### src/verilog/tlk_reg_pkg.sv
// register map, widths and interrupt word layout shared by the TLK2711 register block
package tlk_reg_pkg;

    localparam int REG_DATA_W  = 64;
    localparam int HOST_ADDR_W = 16;
    localparam int REG_OFS_W   = 8;
    localparam int DMA_ADDR_W  = 32;

    // host address window
    localparam logic [HOST_ADDR_W-1:0] ADDR_MASK = 16'h00FF;
    localparam logic [HOST_ADDR_W-1:0] ADDR_BASE = 16'h0000;

    ////////////////////////////////////////
    // register offsets inside the window
    ////////////////////////////////////////
    localparam logic [REG_OFS_W-1:0] TX_CFG_OFS    = 8'h08;
    localparam logic [REG_OFS_W-1:0] RX_CFG_OFS    = 8'h10;
    localparam logic [REG_OFS_W-1:0] TX_ADDR_OFS   = 8'h20;
    localparam logic [REG_OFS_W-1:0] TX_LENGTH_OFS = 8'h28;
    localparam logic [REG_OFS_W-1:0] TX_PACKET_OFS = 8'h30;
    localparam logic [REG_OFS_W-1:0] TX_STATUS_OFS = 8'h38;
    localparam logic [REG_OFS_W-1:0] RX_ADDR_OFS   = 8'h40;
    localparam logic [REG_OFS_W-1:0] RX_CTRL_OFS   = 8'h48;
    localparam logic [REG_OFS_W-1:0] RX_STATUS_OFS = 8'h50;
    localparam logic [REG_OFS_W-1:0] IRQ_OFS       = 8'h60;
    localparam logic [REG_OFS_W-1:0] SOFT_RST_OFS  = 8'h70;

    // tags in the top nibble of status reads
    localparam logic [3:0] TX_STATUS_TAG = 4'h9;
    localparam logic [3:0] RX_STATUS_TAG = 4'hA;

    // interrupt kind codes
    localparam logic [3:0] IRQ_KIND_TX   = 4'd1;
    localparam logic [3:0] IRQ_KIND_RX   = 4'd2;
    localparam logic [3:0] IRQ_KIND_LOSS = 4'd3;

    localparam logic [15:0] TX_DONE_MARK = 16'h5AA5;

    localparam int SOFT_RST_CYCLES = 256;

    ////////////////////////////////////////
    // interrupt report word, kind on top
    ////////////////////////////////////////
    typedef struct packed {
        logic [3:0]  kind;
        logic [17:0] pad;
        logic [7:0]  data_type;
        logic        file_end;
        logic        checksum;
        logic [15:0] frame_num;
        logic [15:0] frame_len;
    } irq_rx_view_t;

    typedef struct packed {
        logic [3:0]  kind;
        logic [43:0] pad;
        logic [15:0] done_mark;
    } irq_tx_view_t;

    typedef struct packed {
        logic [3:0]  kind;
        logic [51:0] pad;
        logic [5:0]  rx_status;
        logic        sync_loss;
        logic        link_loss;
    } irq_loss_view_t;

    typedef union packed {
        irq_rx_view_t   rx;
        irq_tx_view_t   tx;
        irq_loss_view_t loss;
    } irq_word_u;

endpackage

### src/verilog/reg_bus_if.sv
// decoded register access strobes from the host port to the register logic
interface reg_bus_if;
    import tlk_reg_pkg::*;

    // one-cycle strobes, no back-pressure
    logic                  wen;
    logic [REG_OFS_W-1:0]  wofs;
    logic [REG_DATA_W-1:0] wdata;
    logic                  ren;
    logic [REG_OFS_W-1:0]  rofs;

    modport host (
        output wen,
        output wofs,
        output wdata,
        output ren,
        output rofs
    );

    modport target (
        input wen,
        input wofs,
        input wdata,
        input ren,
        input rofs
    );

endinterface

### src/verilog/reg_host_port.sv
// host access input stage, two register stages with the address window check
module reg_host_port (
    input  logic                                clk,
    input  logic                                rst,
    input  logic                                i_reg_wen,
    input  logic [tlk_reg_pkg::HOST_ADDR_W-1:0] i_reg_waddr,
    input  logic [tlk_reg_pkg::REG_DATA_W-1:0]  i_reg_wdata,
    input  logic                                i_reg_ren,
    input  logic [tlk_reg_pkg::HOST_ADDR_W-1:0] i_reg_raddr,
    reg_bus_if.host                             bus
);
    import tlk_reg_pkg::*;

    logic                  w_in_win;
    logic                  r_in_win;
    logic                  wen_q;
    logic [REG_OFS_W-1:0]  wofs_q;
    logic [REG_DATA_W-1:0] wdata_q;
    logic                  ren_q;
    logic [REG_OFS_W-1:0]  rofs_q;

    assign w_in_win = (i_reg_waddr & ~ADDR_MASK) == ADDR_BASE;
    assign r_in_win = (i_reg_raddr & ~ADDR_MASK) == ADDR_BASE;

    // strobes, out-of-window accesses are dropped here
    always_ff @(posedge clk) begin
        if (rst) begin
            wen_q   <= 1'b0;
            ren_q   <= 1'b0;
            bus.wen <= 1'b0;
            bus.ren <= 1'b0;
        end else begin
            wen_q   <= i_reg_wen & w_in_win;
            ren_q   <= i_reg_ren & r_in_win;
            bus.wen <= wen_q;
            bus.ren <= ren_q;
        end
    end

    // offsets keep only the bits under the mask
    always_ff @(posedge clk) begin
        wofs_q    <= REG_OFS_W'(i_reg_waddr & ADDR_MASK);
        wdata_q   <= i_reg_wdata;
        rofs_q    <= REG_OFS_W'(i_reg_raddr & ADDR_MASK);
        bus.wofs  <= wofs_q;
        bus.wdata <= wdata_q;
        bus.rofs  <= rofs_q;
    end

endmodule

### src/verilog/reg_cfg_file.sv
// TX and RX configuration registers, config-done pulses, soft reset timer and readback
module reg_cfg_file (
    input  logic                               clk,
    input  logic                               rst,
    reg_bus_if.target                          bus,
    output logic [tlk_reg_pkg::DMA_ADDR_W-1:0] o_tx_base_addr,
    output logic [31:0]                        o_tx_total_length,
    output logic [15:0]                        o_tx_packet_body,
    output logic [15:0]                        o_tx_packet_tail,
    output logic [15:0]                        o_tx_body_num,
    output logic [2:0]                         o_tx_mode,
    output logic                               o_loopback_ena,
    output logic                               o_tx_pre,
    output logic [tlk_reg_pkg::DMA_ADDR_W-1:0] o_rx_base_addr,
    output logic                               o_rx_fifo_rd,
    output logic                               o_tx_config_done,
    output logic                               o_rx_config_done,
    output logic                               o_soft_rst,
    output logic [tlk_reg_pkg::REG_DATA_W-1:0] o_cfg_rdata,
    output logic                               o_cfg_hit
);
    import tlk_reg_pkg::*;

    localparam int RST_CNT_W = $clog2(SOFT_RST_CYCLES);

    logic [REG_DATA_W-1:0] tx_addr_q;
    logic [REG_DATA_W-1:0] tx_len_q;
    logic [REG_DATA_W-1:0] tx_pkt_q;
    logic [REG_DATA_W-1:0] rx_addr_q;
    logic [REG_DATA_W-1:0] rx_ctrl_q;
    logic [RST_CNT_W-1:0]  rst_cnt;

    ////////////////////////////////////////
    // register writes and done pulses
    ////////////////////////////////////////
    always_ff @(posedge clk) begin
        if (rst) begin
            tx_addr_q        <= '0;
            tx_len_q         <= '0;
            tx_pkt_q         <= '0;
            rx_addr_q        <= '0;
            rx_ctrl_q        <= '0;
            o_tx_config_done <= 1'b0;
            o_rx_config_done <= 1'b0;
        end else begin
            // data of a config-done write is ignored
            o_tx_config_done <= bus.wen && bus.wofs == TX_CFG_OFS;
            o_rx_config_done <= bus.wen && bus.wofs == RX_CFG_OFS;
            if (bus.wen) begin
                case (bus.wofs)
                    TX_ADDR_OFS:   tx_addr_q <= bus.wdata;
                    TX_LENGTH_OFS: tx_len_q  <= bus.wdata;
                    TX_PACKET_OFS: tx_pkt_q  <= bus.wdata;
                    RX_ADDR_OFS:   rx_addr_q <= bus.wdata;
                    RX_CTRL_OFS:   rx_ctrl_q <= bus.wdata;
                    default: ;
                endcase
            end
        end
    end

    // soft reset, a new write restarts the count
    always_ff @(posedge clk) begin
        if (rst) begin
            o_soft_rst <= 1'b0;
            rst_cnt    <= '0;
        end else if (bus.wen && bus.wofs == SOFT_RST_OFS) begin
            o_soft_rst <= 1'b1;
            rst_cnt    <= RST_CNT_W'(SOFT_RST_CYCLES - 1);
        end else if (o_soft_rst) begin
            if (rst_cnt == '0) begin
                o_soft_rst <= 1'b0;
            end else begin
                rst_cnt <= rst_cnt - 1'b1;
            end
        end
    end

    // field decode
    assign o_tx_base_addr    = tx_addr_q[DMA_ADDR_W-1:0];
    assign o_tx_total_length = tx_len_q[31:0];
    assign o_tx_packet_body  = tx_pkt_q[15:0];
    assign o_tx_body_num     = tx_pkt_q[31:16];
    assign o_tx_packet_tail  = tx_pkt_q[47:32];
    assign o_tx_pre          = tx_pkt_q[59];
    assign o_tx_mode         = tx_pkt_q[62:60];
    assign o_loopback_ena    = tx_pkt_q[63];
    assign o_rx_base_addr    = rx_addr_q[DMA_ADDR_W-1:0];
    assign o_rx_fifo_rd      = rx_ctrl_q[0];

    // readback of configuration words
    always_comb begin
        o_cfg_hit   = 1'b1;
        o_cfg_rdata = '0;
        case (bus.rofs)
            TX_ADDR_OFS:   o_cfg_rdata = tx_addr_q;
            TX_LENGTH_OFS: o_cfg_rdata = tx_len_q;
            TX_PACKET_OFS: o_cfg_rdata = tx_pkt_q;
            RX_ADDR_OFS:   o_cfg_rdata = rx_addr_q;
            RX_CTRL_OFS:   o_cfg_rdata = rx_ctrl_q;
            default:       o_cfg_hit   = 1'b0;
        endcase
    end

endmodule

### src/verilog/irq_report.sv
// interrupt report word, loaded on TX, RX and link loss events with RX first
module irq_report (
    input  logic                   clk,
    input  logic                   rst,
    input  logic                   i_tx_interrupt,
    input  logic                   i_rx_interrupt,
    input  logic                   i_loss_interrupt,
    input  logic [15:0]            i_rx_frame_length,
    input  logic [15:0]            i_rx_frame_num,
    input  logic [7:0]             i_rx_data_type,
    input  logic                   i_rx_file_end_flag,
    input  logic                   i_rx_checksum_flag,
    input  logic [5:0]             i_rx_status,
    input  logic                   i_sync_loss,
    input  logic                   i_link_loss,
    output tlk_reg_pkg::irq_word_u o_irq_word
);
    import tlk_reg_pkg::*;

    irq_word_u irq_next;

    // word holds until the next event
    always_comb begin
        irq_next = o_irq_word;
        if (i_rx_interrupt) begin
            irq_next              = '0;
            irq_next.rx.kind      = IRQ_KIND_RX;
            irq_next.rx.data_type = i_rx_data_type;
            irq_next.rx.file_end  = i_rx_file_end_flag;
            irq_next.rx.checksum  = i_rx_checksum_flag;
            irq_next.rx.frame_num = i_rx_frame_num;
            irq_next.rx.frame_len = i_rx_frame_length;
        end else if (i_tx_interrupt) begin
            irq_next              = '0;
            irq_next.tx.kind      = IRQ_KIND_TX;
            irq_next.tx.done_mark = TX_DONE_MARK;
        end else if (i_loss_interrupt) begin
            irq_next                = '0;
            irq_next.loss.kind      = IRQ_KIND_LOSS;
            irq_next.loss.rx_status = i_rx_status;
            irq_next.loss.sync_loss = i_sync_loss;
            irq_next.loss.link_loss = i_link_loss;
        end
    end

    always_ff @(posedge clk) begin
        if (rst) begin
            o_irq_word <= '0;
        end else begin
            o_irq_word <= irq_next;
        end
    end

endmodule

### src/verilog/reg_read_mux.sv
// read data select for configuration, status and interrupt words, two register stages
module reg_read_mux (
    input  logic                               clk,
    input  logic                               rst,
    reg_bus_if.target                          bus,
    input  logic [tlk_reg_pkg::REG_DATA_W-1:0] i_cfg_rdata,
    input  logic                               i_cfg_hit,
    input  tlk_reg_pkg::irq_word_u             i_irq_word,
    input  logic [9:0]                         i_tx_status,
    input  logic [5:0]                         i_rx_status,
    output logic [tlk_reg_pkg::REG_DATA_W-1:0] o_reg_rdata
);
    import tlk_reg_pkg::*;

    logic [REG_DATA_W-1:0] sel_data;
    logic [REG_DATA_W-1:0] rdata_q;

    always_comb begin
        sel_data = '0;
        if (i_cfg_hit) begin
            sel_data = i_cfg_rdata;
        end else begin
            case (bus.rofs)
                TX_STATUS_OFS: sel_data = {TX_STATUS_TAG, {(REG_DATA_W-14){1'b0}}, i_tx_status};
                RX_STATUS_OFS: sel_data = {RX_STATUS_TAG, {(REG_DATA_W-10){1'b0}}, i_rx_status};
                IRQ_OFS:       sel_data = i_irq_word;
                // unmapped offsets read as zero
                default:       sel_data = '0;
            endcase
        end
    end

    ////////////////////////////////////////
    // output pipeline, zero without a read
    ////////////////////////////////////////
    always_ff @(posedge clk) begin
        if (rst) begin
            rdata_q     <= '0;
            o_reg_rdata <= '0;
        end else begin
            rdata_q     <= bus.ren ? sel_data : '0;
            o_reg_rdata <= rdata_q;
        end
    end

endmodule

### src/verilog/tlk_reg_mgt.sv
// TLK2711 register management top, host access, configuration, interrupt report and readback
module tlk_reg_mgt (
    input  logic                                clk,
    input  logic                                rst,
    // host access
    input  logic                                i_reg_wen,
    input  logic [tlk_reg_pkg::HOST_ADDR_W-1:0] i_reg_waddr,
    input  logic [tlk_reg_pkg::REG_DATA_W-1:0]  i_reg_wdata,
    input  logic                                i_reg_ren,
    input  logic [tlk_reg_pkg::HOST_ADDR_W-1:0] i_reg_raddr,
    output logic [tlk_reg_pkg::REG_DATA_W-1:0]  o_reg_rdata,
    // events and status
    input  logic                                i_tx_interrupt,
    input  logic                                i_rx_interrupt,
    input  logic                                i_loss_interrupt,
    input  logic [15:0]                         i_rx_frame_length,
    input  logic [15:0]                         i_rx_frame_num,
    input  logic [7:0]                          i_rx_data_type,
    input  logic                                i_rx_file_end_flag,
    input  logic                                i_rx_checksum_flag,
    input  logic [5:0]                          i_rx_status,
    input  logic [9:0]                          i_tx_status,
    input  logic                                i_sync_loss,
    input  logic                                i_link_loss,
    output logic                                o_tx_irq,
    output logic                                o_rx_irq,
    output logic                                o_loss_irq,
    // transfer configuration
    output logic [tlk_reg_pkg::DMA_ADDR_W-1:0]  o_tx_base_addr,
    output logic [31:0]                         o_tx_total_length,
    output logic [15:0]                         o_tx_packet_body,
    output logic [15:0]                         o_tx_packet_tail,
    output logic [15:0]                         o_tx_body_num,
    output logic [2:0]                          o_tx_mode,
    output logic                                o_loopback_ena,
    output logic                                o_tx_pre,
    output logic [tlk_reg_pkg::DMA_ADDR_W-1:0]  o_rx_base_addr,
    output logic                                o_rx_fifo_rd,
    output logic                                o_tx_config_done,
    output logic                                o_rx_config_done,
    output logic                                o_soft_rst
);
    import tlk_reg_pkg::*;

    logic [REG_DATA_W-1:0] cfg_rdata;
    logic                  cfg_hit;
    irq_word_u             irq_word;

    reg_bus_if reg_bus ();

    reg_host_port u_host_port (
        .clk         (clk),
        .rst         (rst),
        .i_reg_wen   (i_reg_wen),
        .i_reg_waddr (i_reg_waddr),
        .i_reg_wdata (i_reg_wdata),
        .i_reg_ren   (i_reg_ren),
        .i_reg_raddr (i_reg_raddr),
        .bus         (reg_bus.host)
    );

    reg_cfg_file u_cfg_file (
        .clk               (clk),
        .rst               (rst),
        .bus               (reg_bus.target),
        .o_tx_base_addr    (o_tx_base_addr),
        .o_tx_total_length (o_tx_total_length),
        .o_tx_packet_body  (o_tx_packet_body),
        .o_tx_packet_tail  (o_tx_packet_tail),
        .o_tx_body_num     (o_tx_body_num),
        .o_tx_mode         (o_tx_mode),
        .o_loopback_ena    (o_loopback_ena),
        .o_tx_pre          (o_tx_pre),
        .o_rx_base_addr    (o_rx_base_addr),
        .o_rx_fifo_rd      (o_rx_fifo_rd),
        .o_tx_config_done  (o_tx_config_done),
        .o_rx_config_done  (o_rx_config_done),
        .o_soft_rst        (o_soft_rst),
        .o_cfg_rdata       (cfg_rdata),
        .o_cfg_hit         (cfg_hit)
    );

    irq_report u_irq_report (
        .clk                (clk),
        .rst                (rst),
        .i_tx_interrupt     (i_tx_interrupt),
        .i_rx_interrupt     (i_rx_interrupt),
        .i_loss_interrupt   (i_loss_interrupt),
        .i_rx_frame_length  (i_rx_frame_length),
        .i_rx_frame_num     (i_rx_frame_num),
        .i_rx_data_type     (i_rx_data_type),
        .i_rx_file_end_flag (i_rx_file_end_flag),
        .i_rx_checksum_flag (i_rx_checksum_flag),
        .i_rx_status        (i_rx_status),
        .i_sync_loss        (i_sync_loss),
        .i_link_loss        (i_link_loss),
        .o_irq_word         (irq_word)
    );

    reg_read_mux u_read_mux (
        .clk         (clk),
        .rst         (rst),
        .bus         (reg_bus.target),
        .i_cfg_rdata (cfg_rdata),
        .i_cfg_hit   (cfg_hit),
        .i_irq_word  (irq_word),
        .i_tx_status (i_tx_status),
        .i_rx_status (i_rx_status),
        .o_reg_rdata (o_reg_rdata)
    );

    // interrupt lines go straight to the processor
    assign o_tx_irq   = i_tx_interrupt;
    assign o_rx_irq   = i_rx_interrupt;
    assign o_loss_irq = i_loss_interrupt;

endmodule

### config.mk
export PLATFORM = sky130hd
export DESIGN_NAME = tlk_reg_mgt
export DESIGN_NICKNAME = d
export VERILOG_FILES = /design/src/verilog/tlk_reg_pkg.sv /design/src/verilog/reg_bus_if.sv /design/src/verilog/reg_host_port.sv /design/src/verilog/reg_cfg_file.sv /design/src/verilog/irq_report.sv /design/src/verilog/reg_read_mux.sv /design/src/verilog/tlk_reg_mgt.sv
export SDC_FILE = /design/constraint.sdc
export NUM_CORES = 1
export LEC_CHECK = 0
export BUFFER_PORTS_ARGS = -buffer_cell sky130_fd_sc_hd__buf_2
export CAP_MARGIN = 20
export CORE_MARGIN = 3
export CORE_UTILIZATION = 50
export CTS_CLUSTER_SIZE = 24
export DETAILED_ROUTE_END_ITERATION = 10
export PLACE_DENSITY_LB_ADDON = 0.05
export SYNTH_ARGS = -nofsm -noshare
export SYNTH_HDL_FRONTEND = slang
export SYNTH_SLANG_ARGS = --single-unit
### constraint.sdc
create_clock -name clk -period 4.15 [get_ports clk]
set_input_delay 0.415 -clock clk [delete_from_list [all_inputs] [get_ports clk]]
set_output_delay 0.415 -clock clk [all_outputs]
set_load 0.05 [all_outputs]
==> Word level (Yosys, flattened, before mapping) <==
Cells that the tools add are included.
{ "op_classes": {"addsub": 1, "n_eq_ne": 17, "muxes": 13, "bitwise_logic": 3, "reduce_logical": 18} }
{ "ops": {"columns": ["cell", "count"], "rows": [
  ["case mux 64 bit (5 select lines)", 1],
  ["case mux 64 bit (3 select lines)", 1],
  ["two-way mux 62 bit", 3],
  ["two-way mux 64 bit", 1],
  ["== test 8 x 6 -> 1 bit, second input constant", 7],
  ["== test 8 x 7 -> 1 bit, second input constant", 7],
  ["logical NOT 16 bit", 2],
  ["two-way mux 8 bit", 3],
  ["AND reduction 2 bit", 6],
  ["== test 8 x 4 -> 1 bit, second input constant", 1],
  ["== test 8 x 5 -> 1 bit, second input constant", 1],
  ["logical NOT 8 bit", 1],
  ["subtractor 8 x 1 -> 8 bit, second input constant", 1],
  ["OR reduction 5 bit", 1],
  ["two-way mux 1 bit", 4],
  ["nonzero test 2 bit", 2],
  ["OR reduction 2 bit", 2],
  ["logical AND 1 bit", 3],
  ["nonzero test 3 bit", 1],
  ["bitwise AND 1 bit", 2],
  ["inequality test 2 x 1 -> 1 bit, second input constant", 1],
  ["inverter 1 bit", 1]
]} }
{ "word_totals": {"reg_bits": 667, "word_cells": 75} }

==> Depth between registers and ports, before layout <==
{ "depth": {"ltp_word": 4, "mapped_depth": 7, "mapped_depth_nobuf": 6} }

==> Modules after synthesis <==
Synthesis repeated with hierarchy kept, for this count alone.
{ "unflattened": {"hier_cells": 2846, "hier_area_um2": 27157.3} }
{ "by_module_without_submodules": {"columns": ["mod", "instances", "cells_each", "area_per_inst_um2", "seq_area_each_um2"], "rows": [
  ["reg_cfg_file", 1, 2062, 17774.5, 6626.4],
  ["reg_read_mux", 1, 453, 4325.4, 2562.5],
  ["reg_host_port", 1, 172, 3345.7, 3283.1],
  ["irq_report", 1, 156, 1689.1, 880.8],
  ["tlk_reg_mgt", 1, 3, 22.5, 0.0]
]} }

==> Worst setup path after synthesis <==
No wires, ideal clock.
{ "synth_path": {"path_kind": "reg-to-reg", "from": "reg u_cfg_file.o_soft_rst", "to": "reg u_cfg_file.rst_cnt[5]", "setup_time_ps": 74, "arrival_ps": 1915, "setup_slack_ps": 2161, "path_stages_with_launch": 5, "path_buffers": 0, "period_less_slack_ps": 1989, "cell_sequence": "dfxtp_1 > or3b_1 > or4_1 > or3_1 > a31oi_1"} }
{ "synth_between": {"elab_chain_len": 2} }
{ "synth_lines": {"columns": ["element", "line", "source"], "rows": [
  ["start, declared", "reg_cfg_file.sv:18", "output logic o_soft_rst,"],
  ["start signal, assigned", "reg_cfg_file.sv:65", "o_soft_rst <= 1'b0;"],
  ["start signal, assigned", "reg_cfg_file.sv:68", "o_soft_rst <= 1'b1;"],
  ["start signal, assigned", "reg_cfg_file.sv:72", "o_soft_rst <= 1'b0;"],
  ["nonzero test 2 bit (no source line)", null, null],
  ["AND reduction 2 bit (no source line)", null, null],
  ["end signal, assigned", "reg_cfg_file.sv:69", "rst_cnt <= RST_CNT_W'(SOFT_RST_CYCLES - 1);"],
  ["end signal, assigned", "reg_cfg_file.sv:74", "rst_cnt <= rst_cnt - 1'b1;"],
  ["end, declared", "reg_cfg_file.sv:31", "logic [RST_CNT_W-1:0] rst_cnt;"]
]} }
No other way between the ends.
A chain may end at the register's enable or synchronous reset.

==> Worst setup path after layout <==
{ "layout_path": {"from": "reg u_host_port.bus.rofs[3]", "to": "reg u_read_mux.rdata_q[49]"} }
{ "layout_between": {"elab_chain_len": 4} }
{ "layout_lines": {"columns": ["element", "line", "source"], "rows": [
  ["start, declared", "reg_bus_if.sv:17", "output rofs"],
  ["start signal, assigned", "reg_host_port.sv:47", "bus.rofs <= rofs_q;"],
  ["== test 8 x 6 -> 1 bit / == test 8 x 7 -> 1 bit (equally long branches)", "reg_cfg_file.sv:95", "case (bus.rofs)"],
  ["OR reduction 5 bit (no source line)", null, null],
  ["two-way mux 1 bit", "reg_cfg_file.sv:95", null],
  ["two-way mux 64 bit *", "reg_read_mux.sv:20", "if (i_cfg_hit) begin"],
  ["end signal, assigned", "reg_read_mux.sv:41", "rdata_q <= bus.ren ? sel_data : '0;"],
  ["end, declared", "reg_read_mux.sv:16", "logic [REG_DATA_W-1:0] rdata_q;"]
]} }
Mark *: on every way between the ends. The rest lies on a longest branch, timed or not.

==> run summary <==
• **initial antenna violation count** 6
• **total setup violations reported at the end of the flow** 0
• **Tot GR Track Use** 0.268
• **pre-CTS setup slack** 1.44 ns
• **cell taking the most area after synthesis** dfxtp_1
• **kind of cell adding the most delay to the critical path** compound AO/OA/AOI/OAI gates
• **Nets** 3009
• **highest layer used for signal routing** met5
• **EDFF count, synth** 0
• **floorplan row count** 79
• **total number of vias** 18803
• **area of the placeable core** 46700 sq um
• **Slew headroom** 0.242
• **sequential element share of the synthesized area** 0.563
• **worst-case clock skew** 0.0196 ns
• **endpoint required time on the critical path** 4.59 ns
• **Arr. time, crit path** 3.18 ns
• **buffer depth of the longest clock path** 3
• **height of the chip** 224 um
• **clock buffers created by TritonCTS** 70
• **share of the clock period used by the worst path after layout** 0.662
• **CP bufs+invs** 1
• **drt via density** 5.36
• **first drt pass iteration count** 6
• **largest driver fanout on the critical path** 44
• **Critical Path Slowest Stage Cell** o21ai_2
• **# DRC** 0
• **start-to-end type of the worst setup path** reg2reg
• **Skew-Pair Late Insertion Delay** 0.61 ns
• **DR iter-0 viols** 1545
• **ordered list of cells on the worst path** buf_4, a21oi_1, o21ai_2, a21oi_1
• **wire length of the first global-routing pass** 105000 um
• **Post-Synthesis Cells** 2619
• **Clock H-tree levels** 3
• **top flip-flop cell by instance count after synthesis** dfxtp_1
• **Top-Level Pins** 383
• **Setup crit start kind** flop
• **wire per inst** 19.7 um
• **total congestion overflow** 0
• **root buffer cell** clkbuf_16
• **worst vdd rail ir drop** 0.424 mV
• **final-layout setup total negative slack** 0 ns
• **number of port buffers** 382
• **final-layout fill cell count** 4166
• **Die Width** 224 um
• **half-perimeter wire length after placement** 43500 um
• **Final Total Pwr** 0.0135 W
• **die area** 50100 sq um
• **status** complete, no violations
• **post-CTS resize count** 0
• **Hold/Removal Path Class** in2reg
• **crit path capture type** flop
• **least setup slack across all paths after layout** 1.40 ns
• **register bit total from synthesis** 667
• **clock tree from TritonCTS** done
• **number of max-cap violations** 0
• **clock sink total** 667
• **Worst path most repeated cell** a21oi_1
• **count of different cell masters after synthesis** 59
• **top post-synthesis cells by area** dfxtp_1 56%, nand2_1 11%, a21oi_1 8.5%
• **via count of the first global-routing pass** 18200
• **power density over the cells** 483 nW/um^2
• **largest net degree at the start of global routing** 183
• **met3 wire len** 4310 um
• **fraction of layout instances using a drive strength above 1** 0.188
• **amount of wire on met2 after detailed routing** 33900 um
• **post-synthesis async set-or-reset flop share** 0
• **number of endpoints with negative hold slack in the final report** 0
• **area of the mapped netlist** 23700 sq um
• **Least-Margin Pin Slew** 1.13 ns
• **post-synthesis net count** 2784
• **Total Routed Length** 69100 um
• **worst hold margin** 0.0797 ns
• **unrepaired setup endpoints after global routing** false
• **Static Leakage** 10.9 nW
• **Final Critical Period** 2.75 ns
• **Yosys Warn Count** 0
• **Post-DRT Antenna Nets** 0
• **global placer's final weighted congestion** 0.845
• **number of max-slew violations in the final report** 0
• **area growth from synthesis to final layout** 18.0%
• **timing-limited maximum frequency** 364 MHz
• **area share of the leading cell type in the synthesized netlist** 0.563
• **Starting Density** 0.508
• **delay of the slowest critical-path stage** 0.89 ns
• **met1 wire length** 29200 um
• **syn_area_per_cell** 9.05 sq um
• **register clock-pin slew on the reported worst setup and hold paths** 0.06 ns
==> state kept, by name, summed over array words and instances (netlist names), 44 cells and up <==
signal and cells:
u_cfg_file.rx_addr_q 64, u_cfg_file.rx_ctrl_q 64, u_cfg_file.tx_addr_q 64, u_cfg_file.tx_len_q 64, u_cfg_file.tx_pkt_q 64, u_host_port.bus.wdata 64, u_host_port.wdata_q 64, u_read_mux.o_reg_rdata 64
u_read_mux.rdata_q 64, u_irq_report.o_irq_word 44
==> per-stage QoR <==
step                area (sq um)   util  cells
floorplan                  23700      -   2619
global placement           24800  0.531   3299
detailed placement         24800  0.531   3299
CTS                        28000  0.600   3506
global route               28000  0.600   3508
finish                     28000  0.600   3508
==> synthesized netlist by cell type (3+ instances only) <==
master / number
buf_4: 151
nor4_1: 5
and3_1: 5
nor2b_1: 70
dfxtp_1: 667
or3_1: 4
o21ai_0: 13
o2bb2ai_1: 6
clkbuf_1: 115
nand2_1: 688
nand2b_1: 10
o32a_1: 4
buf_1: 17
a221oi_1: 8
nor2_1: 82
o22ai_1: 4
and4b_1: 3
nor3_1: 9
mux2i_1: 81
inv_1: 16
a2bb2oi_1: 19
and2_1: 5
nor4b_1: 8
a211oi_1: 6
o221ai_1: 39
buf_6: 10
xor2_1: 3
nand3_1: 3
a21oi_1: 404
buf_2: 39
a22oi_1: 81
a22o_1: 8
==> area by class of cell <==
type | instances | area, sq um | area share
tap | 607 | 759 | 0.0271
timing repair buffer | 485 | 2930 | 0.105
inverter | 17 | 63.8 | 0.00228
sequential | 667 | 13400 | 0.477
clock buffer | 103 | 2100 | 0.0751
multi-input combinational | 1603 | 8440 | 0.302
clock inverter | 24 | 323 | 0.0115
antenna | 2 | 5.00 | 0.000179
==> metal layers <==
layer / up-vias / GRT usage
li1: 9091 / -
met1: 8996 / 0.343
met2: 587 / 0.462
met3: 121 / 0.0537
met4: 8 / 0.0747
met5: - / 0
==> tightest hold or removal path, stage by stage <==
cell	delay [ns]
buf_2	0.08
a22oi_1	0.07
nor2_1	0.07
==> report_power, final <==
| part | switching (W) | leakage (nW) | total [W] | internal, W |
|---|---|---|---|---|
| Combinational | 0.000224 | 4.28 | 0.000396 | 0.000172 |
| Sequential | 0.000105 | 5.44 | 0.00661 | 0.00651 |
| Clock | 0.00253 | 1.19 | 0.00649 | 0.00396 |
| Total | 0.00286 | 10.9 | 0.0135 | 0.0106 |
==> cells by family after synthesis <==
group,count (synthesis),synth area share
AO/OA/AOI/OAI,602,0.151
flip-flops,667,0.563
AND/OR/NAND/NOR,913,0.164
buffers and inverters,349,0.0844
adder cells (fa/ha/maj),2,0.00106
XOR/XNOR,4,0.00148
multiplexers,82,0.0347
==> layout by cell type (no fill, tap or decap), drive strengths merged, types with 4 or more instances in the layout <==
master / n
dlygate4sd3: 80
or3: 4
nor4: 8
bufinv: 7
nand2b: 10
nand2: 688
a22o: 8
and3: 5
inv: 21
clkbuf: 103
clkinv: 11
a2bb2oi: 19
dfxtp: 667
a211oi: 6
nor3: 10
nor2: 82
a221oi: 8
and2: 5
o32a: 4
a21oi: 404
o2bb2ai: 6
o221ai: 39
o22ai: 4
nor4b: 9
buf: 405
mux2i: 81
nor2b: 70
o21ai: 15
a22oi: 81
==> final timing paths <==
path                           startpoint                           to  slack, ns  cells past startpoint
setup / recovery  u_host_port.bus.rofs[3]       u_read_mux.rdata_q[49]       1.40                      4
hold / removal          i_rx_data_type[3]  u_irq_report.o_irq_word[37]       0.08                      3
setup reg to reg  u_host_port.bus.rofs[3]       u_read_mux.rdata_q[49]       1.40                      4
hold reg to reg   u_host_port.wdata_q[52]    u_host_port.bus.wdata[52]       0.32                      0
==> what timing repair did <==
item	CTS	global route
endpoints found under the setup margin	0	0
buffers inserted	0	0
hold endpoints to repair	80	0
hold buffers	80	0
(Power assumes the default switching activity.)
